[src/common/decodePkg.sv]
// shared widths, register constants and control encodings for the decode stage
// encodings must match what the execute stage expects on each control bus
// opcode groups follow instruction bits 15:13, so reordering them breaks decode
package decodePkg;

   localparam int dataWidthC    = 16; // one data word
   localparam int regAddrWidthC = 3;  // register index width
   localparam int numRegsC      = 8;  // r0..r7

   localparam logic [regAddrWidthC-1:0] linkRegC = 3'd7; // JAL/JALR write pc+2 here

   localparam int imm1WidthC = 5;  // I-1 immediate, bits 4:0
   localparam int imm2WidthC = 8;  // I-2 immediate, bits 7:0
   localparam int jumpWidthC = 11; // jump displacement, bits 10:0

   // major opcode, instruction bits 15:13
   typedef enum logic [2:0] {
      grpHalt     = 3'b000, // halt / nop
      grpJump     = 3'b001, // J, JR, JAL, JALR
      grpArithImm = 3'b010, // ADDI, SUBI, XORI, ANDNI
      grpBranch   = 3'b011, // BEQZ, BNEZ, BLTZ, BGEZ
      grpMemory   = 3'b100, // ST, LD, SLBI, STU
      grpShiftImm = 3'b101, // ROLI, SLLI, RORI, SRLI
      grpRegOp    = 3'b110, // LBI, BTR, R-type shift and arith
      grpCompare  = 3'b111  // SEQ, SLT, SLE, SCO
   } opGroupT;

   // alu operation
   typedef enum logic [2:0] {
      aluRotl = 3'b000,
      aluShl  = 3'b001,
      aluRotr = 3'b010,
      aluShr  = 3'b011,
      aluAdd  = 3'b100,
      aluAnd  = 3'b101,
      aluOr   = 3'b110,
      aluXor  = 3'b111
   } aluOpT;

   // alu B operand source
   typedef enum logic [1:0] {
      bSrcRegB     = 2'b00, // second read port
      bSrcImm      = 2'b01, // extended immediate
      bSrcJumpBase = 2'b10  // jump register base path
   } bSrcT;

   // write-back source
   typedef enum logic [1:0] {
      regSrcPcLink = 2'b00, // pc + 2
      regSrcMemory = 2'b01, // load data
      regSrcAlu    = 2'b10, // alu result
      regSrcImm    = 2'b11  // immediate straight through
   } regSrcT;

   // branch condition tested on rs
   typedef enum logic [1:0] {
      brEqz = 2'b00,
      brNez = 2'b01,
      brLtz = 2'b10,
      brGez = 2'b11
   } branchCmdT;

   // which field names the write register
   typedef enum logic [1:0] {
      dstRt   = 2'b00, // bits 7:5
      dstRs   = 2'b01, // bits 10:8
      dstRd   = 2'b10, // bits 4:2
      dstLink = 2'b11  // fixed r7
   } regDstT;

endpackage

[src/decode/ctrlDecoder.sv]
// opcode and function decode for the 16-bit eight-register core
// purely combinational; every output follows instruction in the same cycle
// compare group (SEQ/SLT/SLE/SCO) decodes to all-inactive controls
// STU sits at memory function 11, BEQZ gets branch condition eqz
// imm1/imm2 are zero-extended only for XORI, ANDNI and SLBI
`timescale 1ns/1ns

module ctrlDecoder import decodePkg::*; (
   input  logic [dataWidthC-1:0]    instruction,
   output aluOpT                    aluOp,
   output bSrcT                     bSrc,
   output logic                     invA,
   output logic                     invB,
   output logic                     memWrite,
   output logic                     aluJump,
   output logic                     pcOrAdd,
   output logic                     slbi,
   output logic                     btr,
   output logic                     branching,
   output regSrcT                   regSrc,
   output branchCmdT                branchCmd,
   output logic                     regWrite,
   output logic [regAddrWidthC-1:0] writeSel,
   output logic [dataWidthC-1:0]    imm1,
   output logic [dataWidthC-1:0]    imm2,
   output logic [dataWidthC-1:0]    jumpDisp
);

   opGroupT    opGroup;  // bits 15:13
   logic [1:0] subOp;    // bits 12:11
   logic [1:0] funct;    // bits 1:0, R-type only
   regDstT     regDst;   // write register field select
   logic       zeroExt;  // immediates zero- rather than sign-extended

   assign opGroup = opGroupT'(instruction[15:13]);
   assign subOp   = instruction[12:11];
   assign funct   = instruction[1:0];

   always_comb begin
      // everything inactive unless a group below claims it
      aluOp     = aluRotl;
      bSrc      = bSrcRegB;
      invA      = 1'b0;
      invB      = 1'b0;
      memWrite  = 1'b0;
      aluJump   = 1'b0;
      pcOrAdd   = 1'b0;
      slbi      = 1'b0;
      btr       = 1'b0;
      branching = 1'b0;
      regSrc    = regSrcPcLink;
      branchCmd = brEqz;
      regWrite  = 1'b0;
      regDst    = dstRt;
      zeroExt   = 1'b0;

      case (opGroup)
         grpHalt: begin
            // halt leaves all controls at their defaults
         end

         grpArithImm: begin          // rt <- rs op imm1
            regWrite = 1'b1;
            bSrc     = bSrcImm;
            regSrc   = regSrcAlu;
            case (subOp)
               2'b00: aluOp = aluAdd; // ADDI
               2'b01: begin           // SUBI, imm - rs
                  aluOp = aluAdd;
                  invA  = 1'b1;
               end
               2'b10: begin           // XORI
                  aluOp   = aluXor;
                  zeroExt = 1'b1;
               end
               default: begin         // ANDNI, rs & ~imm
                  aluOp   = aluAnd;
                  invB    = 1'b1;
                  zeroExt = 1'b1;
               end
            endcase
         end

         grpShiftImm: begin          // amount from low 4 bits of imm1
            regWrite = 1'b1;
            bSrc     = bSrcImm;
            regSrc   = regSrcAlu;
            case (subOp)
               2'b00:   aluOp = aluRotl; // ROLI
               2'b01:   aluOp = aluShl;  // SLLI
               2'b10:   aluOp = aluRotr; // RORI
               default: aluOp = aluShr;  // SRLI
            endcase
         end

         grpMemory: begin
            aluOp = aluAdd;          // address is rs + imm1
            bSrc  = bSrcImm;
            case (subOp)
               2'b00: memWrite = 1'b1; // ST, data from rt port
               2'b01: begin            // LD into rt
                  regWrite = 1'b1;
                  regSrc   = regSrcMemory;
               end
               2'b10: begin            // SLBI, rs <- (rs << 8) | imm2
                  aluOp    = aluOr;
                  bSrc     = bSrcRegB; // execute picks imm2 itself when slbi is set
                  slbi     = 1'b1;
                  zeroExt  = 1'b1;
                  regWrite = 1'b1;
                  regSrc   = regSrcAlu;
                  regDst   = dstRs;
               end
               default: begin          // STU, store then rs <- address
                  memWrite = 1'b1;
                  regWrite = 1'b1;
                  regSrc   = regSrcAlu;
                  regDst   = dstRs;
               end
            endcase
         end

         grpRegOp: begin
            regWrite = 1'b1;
            regDst   = dstRd;        // R-type result goes to bits 4:2
            regSrc   = regSrcAlu;
            case (subOp)
               2'b00: begin          // LBI, rs <- sign-extended imm2
                  bSrc   = bSrcImm;
                  regSrc = regSrcImm;
                  regDst = dstRs;
               end
               2'b01: btr = 1'b1;    // BTR, bit reverse of rs
               2'b10: begin          // shift by low 4 bits of rt
                  case (funct)
                     2'b00:   aluOp = aluRotl; // ROL
                     2'b01:   aluOp = aluShl;  // SLL
                     2'b10:   aluOp = aluRotr; // ROR
                     default: aluOp = aluShr;  // SRL
                  endcase
               end
               default: begin
                  case (funct)
                     2'b00: aluOp = aluAdd; // ADD
                     2'b01: begin           // SUB, rt - rs
                        aluOp = aluAdd;
                        invA  = 1'b1;
                     end
                     2'b10: aluOp = aluXor; // XOR
                     default: begin         // ANDN, rs & ~rt
                        aluOp = aluAnd;
                        invB  = 1'b1;
                     end
                  endcase
               end
            endcase
         end

         grpCompare: begin
            // compare group is not supported, no controls raised
         end

         grpBranch: begin            // target is pc + 2 + imm2
            aluOp     = aluAdd;
            branching = 1'b1;
            case (subOp)
               2'b00: branchCmd = brEqz; // BEQZ
               2'b01: branchCmd = brNez; // BNEZ
               2'b10: begin              // BLTZ
                  branchCmd = brLtz;
                  invB      = 1'b1;
               end
               default: begin            // BGEZ
                  branchCmd = brGez;
                  invB      = 1'b1;
               end
            endcase
         end

         grpJump: begin
            aluOp = aluAdd;
            case (subOp)
               2'b00: pcOrAdd = 1'b1;  // J, pc + 2 + jumpDisp
               2'b01: begin            // JR, pc <- rs + imm2
                  bSrc    = bSrcJumpBase;
                  aluJump = 1'b1;
               end
               2'b10: begin            // JAL, also r7 <- pc + 2
                  pcOrAdd  = 1'b1;
                  regWrite = 1'b1;
                  regDst   = dstLink;
               end
               default: begin          // JALR
                  bSrc     = bSrcJumpBase;
                  aluJump  = 1'b1;
                  regWrite = 1'b1;
                  regDst   = dstLink;
               end
            endcase
         end

         default: begin
            // all eight groups are listed above
         end
      endcase
   end

   // write register field select
   always_comb begin
      case (regDst)
         dstRt:   writeSel = instruction[7:5];
         dstRs:   writeSel = instruction[10:8];
         dstRd:   writeSel = instruction[4:2];
         default: writeSel = linkRegC;
      endcase
   end

   // immediate extension
   assign imm1 = zeroExt
      ? {{(dataWidthC-imm1WidthC){1'b0}}, instruction[imm1WidthC-1:0]}
      : {{(dataWidthC-imm1WidthC){instruction[imm1WidthC-1]}}, instruction[imm1WidthC-1:0]};

   assign imm2 = zeroExt
      ? {{(dataWidthC-imm2WidthC){1'b0}}, instruction[imm2WidthC-1:0]}
      : {{(dataWidthC-imm2WidthC){instruction[imm2WidthC-1]}}, instruction[imm2WidthC-1:0]};

   // jump displacement is always signed
   assign jumpDisp = {{(dataWidthC-jumpWidthC){instruction[jumpWidthC-1]}},
                      instruction[jumpWidthC-1:0]};

endmodule

[src/regFile/regFile.sv]
// eight 16-bit registers, two combinational reads, one clocked write
// a write at a clock edge is visible on the read ports only after that edge
// no write-to-read bypass within a cycle; r0 is an ordinary register
// asynchronous active-low reset clears every register
`timescale 1ns/1ns

module regFile import decodePkg::*; (
   input  logic                     clk,
   input  logic                     arstN,
   input  logic [regAddrWidthC-1:0] readSel1,  // rs field
   input  logic [regAddrWidthC-1:0] readSel2,  // rt field
   input  logic [regAddrWidthC-1:0] writeSel,
   input  logic [dataWidthC-1:0]    writeData,
   input  logic                     regWrite,
   output logic [dataWidthC-1:0]    readData1,
   output logic [dataWidthC-1:0]    readData2
);

   logic [dataWidthC-1:0] regs [numRegsC]; // register array

   always_ff @(posedge clk or negedge arstN) begin
      if (!arstN) begin
         for (int i = 0; i < numRegsC; i++) begin
            regs[i] <= '0;               // all registers start at zero
         end
      end else if (regWrite) begin
         regs[writeSel] <= writeData;    // single write port
      end
   end

   // read muxes, no bypass from writeData
   assign readData1 = regs[readSel1];
   assign readData2 = regs[readSel2];

endmodule

[src/decodeStage.sv]
// decode stage top: control decoder plus register file
// combinational except for the register write at the rising clock edge
// writeData belongs to the write-back instruction of the same cycle
// no stall input; the caller holds instruction or feeds a halt encoding
// read ports always address rs (bits 10:8) and rt (bits 7:5)
`timescale 1ns/1ns

module decodeStage import decodePkg::*; (
   input  logic                  clk,
   input  logic                  arstN,
   input  logic [dataWidthC-1:0] instruction,  // from fetch
   input  logic [dataWidthC-1:0] writeData,    // from write-back
   output logic [dataWidthC-1:0] readData1,    // rs value
   output logic [dataWidthC-1:0] readData2,    // rt value
   output logic [dataWidthC-1:0] imm1,
   output logic [dataWidthC-1:0] imm2,
   output logic [dataWidthC-1:0] jumpDisp,
   output aluOpT                 aluOp,
   output bSrcT                  bSrc,
   output logic                  invA,
   output logic                  invB,
   output logic                  memWrite,
   output logic                  aluJump,
   output logic                  pcOrAdd,
   output logic                  slbi,
   output logic                  btr,
   output logic                  branching,
   output regSrcT                regSrc,
   output branchCmdT             branchCmd
);

   logic                     regWrite; // decoder to register file
   logic [regAddrWidthC-1:0] writeSel;

   ctrlDecoder u_ctrlDecoder (
      .instruction (instruction),
      .aluOp       (aluOp),
      .bSrc        (bSrc),
      .invA        (invA),
      .invB        (invB),
      .memWrite    (memWrite),
      .aluJump     (aluJump),
      .pcOrAdd     (pcOrAdd),
      .slbi        (slbi),
      .btr         (btr),
      .branching   (branching),
      .regSrc      (regSrc),
      .branchCmd   (branchCmd),
      .regWrite    (regWrite),
      .writeSel    (writeSel),
      .imm1        (imm1),
      .imm2        (imm2),
      .jumpDisp    (jumpDisp)
   );

   regFile u_regFile (
      .clk       (clk),
      .arstN     (arstN),
      .readSel1  (instruction[10:8]), // rs
      .readSel2  (instruction[7:5]),  // rt
      .writeSel  (writeSel),
      .writeData (writeData),
      .regWrite  (regWrite),
      .readData1 (readData1),
      .readData2 (readData2)
   );

endmodule

[config.mk]
export PLATFORM = sky130hd
export DESIGN_NAME = decodeStage
export DESIGN_NICKNAME = d
export VERILOG_FILES = /design/src/common/decodePkg.sv /design/src/decode/ctrlDecoder.sv /design/src/regFile/regFile.sv /design/src/decodeStage.sv
export SDC_FILE = /design/constraint.sdc
export NUM_CORES = 1
export LEC_CHECK = 0
export ABC_AREA = 1
export BUFFER_PORTS_ARGS = -buffer_cell sky130_fd_sc_hd__buf_2
export CAP_MARGIN = 40
export CORE_AREA = 3 3 159 161
export DETAILED_ROUTE_END_ITERATION = 7
export DIE_AREA = 0 0 162 164
export HOLD_SLACK_MARGIN = 0.15
export PLACE_DENSITY_LB_ADDON = 0.2
export REMOVE_ABC_BUFFERS = 1
export SYNTH_ARGS = -nofsm -noshare
export SYNTH_HDL_FRONTEND = slang
export SYNTH_HIERARCHICAL = 1
export SYNTH_SLANG_ARGS = --single-unit
export TNS_END_PERCENT = 20
[constraint.sdc]
create_clock -name clk -period 1.9 [get_ports clk]
set_input_delay 0.095 -clock clk [delete_from_list [all_inputs] [get_ports clk]]
set_output_delay 0.095 -clock clk [all_outputs]
set_load 0.03 [all_outputs]
* Yosys cells after proc, flatten, opt, wreduce, memory -nomap -nowiden
Index checks and enable logic that the tools add are counted.
** Storage, ports and cells
- Output and inout bits :: 97
- Logic and storage cells :: 94
- Register bits after elaboration :: 128
- Bits of input ports :: 34
** Operators by class
- Eq/ne operators :: 12
- Bitwise gates (word level) :: 3
- Reduce and logical (&&, ||, !) cells :: 13
- $lt $le $gt $ge :: 4
- Multiplexer cells :: 54
** Operator list (number)
- bitwise mux 128 bit :: 1
- two-way mux 16 bit :: 7
- binary-select mux 16 bit (select 3 bit) :: 2
- demux 16 bit (select 3 bit) :: 1
- case mux 2 bit (3 select lines) :: 5
- two-way mux 1 bit :: 22
- case mux 3 bit (5 select lines) :: 1
- greater-or-equal comparator 4 bit, second input constant :: 3
- NOT 3 -> 4 bit :: 3
- case mux 2 bit (2 select lines) :: 3
- OR reduction 2 bit :: 6
- two-way mux 2 bit :: 5
- == test 3 bit, second input constant :: 3
- case mux 3 bit (3 select lines) :: 1
- OR reduction 3 bit :: 3
- case mux 2 bit (4 select lines) :: 1
- == test 2 x 1 -> 1 bit, second input constant :: 3
- == test 2 bit, second input constant :: 3
- == test 3 x 2 -> 1 bit, second input constant :: 2
- logical NOT 2 bit :: 3
- case mux 1 bit (3 select lines) :: 2
- case mux 3 bit (2 select lines) :: 1
- less-than comparator 4 x 1 -> 1 bit, second input constant :: 1
- case mux 1 bit (2 select lines) :: 2
- 2 further kinds :: 2

* Longest topological paths before layout
- Depth after elaboration :: 12
- Mapped depth :: 14
- Gate-level depth less buffers :: 13

* Modules after synthesis
Netlist, hierarchy kept.
** Modules (own cells, without submodules)
- regFile :: cells an instance 1165, area an instance 7489.7 µm², instances 1, sequential area each 3203.1 µm²
- ctrlDecoder :: cells an instance 151, area an instance 879.6 µm², instances 1, sequential area each 0.0 µm²

* Worst setup path after synthesis
OpenSTA, ideal clock, no wires.
- Path type :: input to output
- From :: input port instruction[11]
- To :: output port imm1[10]
- Stages :: 8
- Arrival time :: 1799 ps
- Slack :: 6 ps
- Path buffers :: 1
- Data required time :: 1805 ps
- Path through :: inv_1 ha_1 inv_1 nor2_1 inv_1 o21ai_2 nor2_1 buf_4
** Between the ends
- Longest elaborated chain between the ends :: 5
- Elaborated cells between the ends (all ways) :: 8
- Those cells by class :: 2 x eq/ne; 4 x mux; 2 x reduce/logical
** RTL lines
- start, declared :: RTL line decodeStage.sv:11 : input logic [dataWidthC-1:0] instruction,
- == test 2 x 1 -> 1 bit or logical NOT 2 bit (tied branches) :: RTL line ctrlDecoder.sv:66 : case (subOp)
- OR reduction 2 bit (no line)
- two-way mux 1 bit :: RTL line ctrlDecoder.sv:66
- case mux 1 bit (2 select lines) (*) :: RTL line ctrlDecoder.sv:57 : case (opGroup)
- two-way mux 16 bit (*) :: RTL line ctrlDecoder.sv:220 : ? {{(dataWidthC-imm1WidthC){1'b0}}, instruction[imm1WidthC-1:0]}
- end, declared :: RTL line decodeStage.sv:15 : output logic [dataWidthC-1:0] imm1,
Mark *: on every way between the ends. The rest lies on a longest branch, timed or not.

* Worst setup path in the final report
- From :: input port instruction[11]
- To :: output port imm2[12]
** Between the ends
- Longest elaborated chain between the ends :: 5
- Elaborated cells between the ends (all ways) :: 8
- Those cells by class :: 2 x eq/ne; 4 x mux; 2 x reduce/logical
** RTL lines
- == test 2 x 1 -> 1 bit or logical NOT 2 bit (tied branches) :: RTL line ctrlDecoder.sv:66
- OR reduction 2 bit (no line)
- two-way mux 1 bit :: RTL line ctrlDecoder.sv:66
- case mux 1 bit (2 select lines) (*) :: RTL line ctrlDecoder.sv:57
- two-way mux 16 bit (*) :: RTL line ctrlDecoder.sv:224 : ? {{(dataWidthC-imm2WidthC){1'b0}}, instruction[imm2WidthC-1:0]}
- end, declared :: RTL line decodeStage.sv:16 : output logic [dataWidthC-1:0] imm2,
Marked as above.

==> results.md <==
- Status: finished clean
- Mux cell area share after synthesis: 0
- Adder-cell share of the synthesized area: 0.0120
- Fin crit share: 0.863
- Vias in the first global route: 8067
- Max Clk Rate: 610 MHz
- HPWL Detailed: 18000 µm
- Biggest register: u_regFile/regs
- Hold WC Path Type: in2async
- RSZ-0062 raised after global routing: no
- Setup violators final: 0
- Core Box Area: 24100 µm²
- Vias after detailed routing: 8377
- Die Ht: 164 µm
- Compound-Gate Fraction of Synth Area: 0.0891
- Leakage: 0.00579 µW
- Clock Skews: 0 ns
- Util after Layout: 0.417
- Initial antenna violation count: 0
- GRT Overall Usage: 0.208
- CTS tree: yes
- Net count, final: 1463
- Sequential-to-total area share from yosys stat: 0.383
- Clock root cell: clkbuf_16
- Distinct cells, synth: 24
- GPL Wtd Cong: 0.815
- Pin count of the biggest net entering global routing: 82
- Diodes inserted: 0
- Worst path slowest cell: nor2_1
- Drt via density: 4.77
- Cell count after placement: 1709
- Power Total: 12100 µW
- Top-Level Pins: 131
- Grt total ovfl: 0
- Slew headroom: 0.673
- Cells after Synth: 1316
- Max clock buf depth: 2
- CP Class: in2out
- Reg clk slew, reported paths: 0.06 ns
- H-tree levels: 4
- Biggest regs: u_regFile/regs (128)
- R2R Path End: u_regFile/regs[59]
- Clock sinks: 128
- Layout cell share with drive strength beyond 1: 0.156
- Ys Warns: 6
- Clk Latency, worst-skew pair: 0.42 ns
- Total Wirelength: 26900 µm
- Std-Cell Rows: 57
- Most frequent cell on the critical path: inv_1
- First-pass GRT wire length: 43400 µm
- Largest family of logic cells by synthesized area: simple AND/OR/NAND/NOR gates
- Die Wd: 162 µm
- Number of routed nets with antenna violations: 0
- PortBufs: 130
- Starting Density: 0.347
- FF-to-FF path depth: 2
- Critical Path Start Type: input port
- FF/Latch Area: 3200 µm²
- Least-Margin Pin Slew: 0.491 ns
- # fillers: 2573
- Die ar.: 26600 µm²
- Area of placed instances: 9320 µm²
- MaxCap Viol Count: 0
- CP max stage delay: 0.27 ns
- Worst Setup End Kind: output pin
- Synth top area share: 0.383
- # DRC: 0
- R2R Setup Slk: 1.22 ns
- Worst-path cell chain: buf_2, inv_1, buf_4, ha_1, inv_1, nor2_1, inv_1, o21ai_2, nor2_1, buf_2
- Starting DRT DRC Count: 810
- Avg Cell Area, Syn: 6.36 µm²
- Max-slew violation count: 0
- Synth area leaders: dfrtp_1, nand2_1, nand3_1
- Cell accounting for the most synthesized area: dfrtp_1
- Crit path DAT: 1.55 ns
- Xor-xnor portion of the synthesized cell area: 0
- CTS buffer count: 17
- Final critical-path required period: 1.64 ns
- Simple-gate area share of the yosys netlist: 0.356
- Number of flip-flops under the largest register name: 128
- Final Hold Fails: 0
- Post-CTS Setup Inserts: 0
- Synth-to-Final Area Change: 20.2%
- Post-route cell area: 10100 µm²
- Area of the multi-input gates: 3840 µm²
- Critical path fanouts, max: 8
- FF-to-FF Start: u_regFile/regs[59]
- Peak VDD IR: 0.680 mV
- CP Data Required Time: 1.80 ns
- DR pass1 iterations: 5
- Synth Cell Area: 8370 µm²
- Power density cells: 1200 nW/µm²
- Synthesized flop and latch total: 128
- Finished Layout Cells: 1757
- Setup TNS Final: 0 ns
- Wirelength per Cell: 15.3 µm
cells in the final DEF, fill, tap and decap left out:
| cell | n |
|---|---|
| nor2_2 | 3 |
| inv_1 | 172 |
| o21ai_0 | 131 |
| nand3_2 | 1 |
| clkbuf_8 | 5 |
| buf_12 | 12 |
| dfrtp_1 | 128 |
| nor2_1 | 20 |
| a21oi_1 | 6 |
| a21boi_0 | 3 |
| o21bai_1 | 1 |
| o2111ai_1 | 1 |
| nor3_4 | 1 |
| buf_4 | 45 |
| clkinv_2 | 3 |
| inv_2 | 4 |
| o22ai_1 | 2 |
| nand2_1 | 575 |
| nand4_1 | 1 |
| clkbuf_1 | 4 |
| clkinvlp_4 | 1 |
| clkbuf_16 | 17 |
| dlygate4sd3_1 | 17 |
| bufinv_16 | 1 |
| nand3_1 | 137 |
| nor3_1 | 4 |
| o21ai_2 | 1 |
| ha_1 | 8 |
| buf_2 | 129 |
how the worst max path moves through the flow:
stage               startpoint                  to  slack [ns]  cells past startpoint
3_5_place_dp   instruction[11]   u_regFile/regs[4]       -0.18                     13
6_report       instruction[11]            imm2[12]        0.26                     10
4_1_cts        instruction[11]            imm2[12]        0.24                     10
3_3_place_gp   instruction[12]   u_regFile/regs[3]       -0.13                     14
5_1_grt        instruction[12]  u_regFile/regs[86]        0.01                     14
2_1_floorplan  instruction[11]            imm1[10]       -3.05                      7
metrics by stage:
| stage | worst slack (ns) | hold WS, ns |
|---|---|---|
| after floorplan | -3.05 | -0.201 |
| after global placement | -0.133 | 0.117 |
| after detailed placement | -0.179 | 0.116 |
| after CTS | 0.240 | 0.211 |
| after global routing | 0.0118 | 0.226 |
| final | 0.259 | 0.209 |
synth_stat cells:
master / instances
o22ai_1: 2
buf_2: 42
nand3_1: 138
ha_1: 8
o21ai_2: 1
buf_6: 1
inv_2: 4
dfrtp_1: 128
o21ai_0: 131
nor3_4: 1
buf_1: 2
o2111ai_1: 1
o21bai_1: 1
nor2_2: 2
nand2_1: 575
nand4_1: 1
inv_1: 172
clkbuf_2: 4
a21oi_1: 6
a21boi_0: 3
nor2_1: 21
nor3_1: 4
buf_4: 46
clkbuf_1: 22
metal layers:
layer | up-vias | track usage | wire length [µm]
li1 | 4196 | - | -
met5 | - | 0 | 0
met1 | 3869 | 0.281 | 12400
met2 | 258 | 0.339 | 12300
met4 | 0 | 0.0725 | 673
met3 | 54 | 0.0340 | 1540
where the power goes:
| part | switching (µW) | internal, µW | leakage (µW) | total (µW) |
|---|---|---|---|---|
| logic | 2890 | 1520 | 0.00391 | 4420 |
| clock network | 1200 | 1960 | 0.000276 | 3160 |
| registers | 584 | 3900 | 0.00160 | 4490 |
worst max-delay path: cells and delay by family:
kind | cells | cell delay [ns]
buf+inv | 6 | 0.81
simple gates | 2 | 0.35
fa+ha+maj | 1 | 0.22
compound gates | 1 | 0.07
kinds of logic (layout without fill, tap and decap cells):
kind of cell / after synthesis / after routing
flops: 128 / 128
simple gates: 742 / 742
compound gates: 145 / 145
fa+ha+maj: 8 / 8
buf+inv: 293 / 410
area by class of cell:
class | instances | share of cell area
Multi-Input combinational cell | 895 | 0.381
Sequential cell | 128 | 0.318
Timing Repair Buffer | 203 | 0.139
Inverter | 176 | 0.0657
Clock buffer | 26 | 0.0506
Tap cell | 324 | 0.0403
Clock inverter | 5 | 0.00522
repair_timing:
item / CTS / global route
setup endpoints to repair: 0 / 94
hold buffers: 17 / 0
gates resized for setup: 0 / 2
endpoints found under the hold margin: 256 / 0
Power figures use the tool's default switching activity.
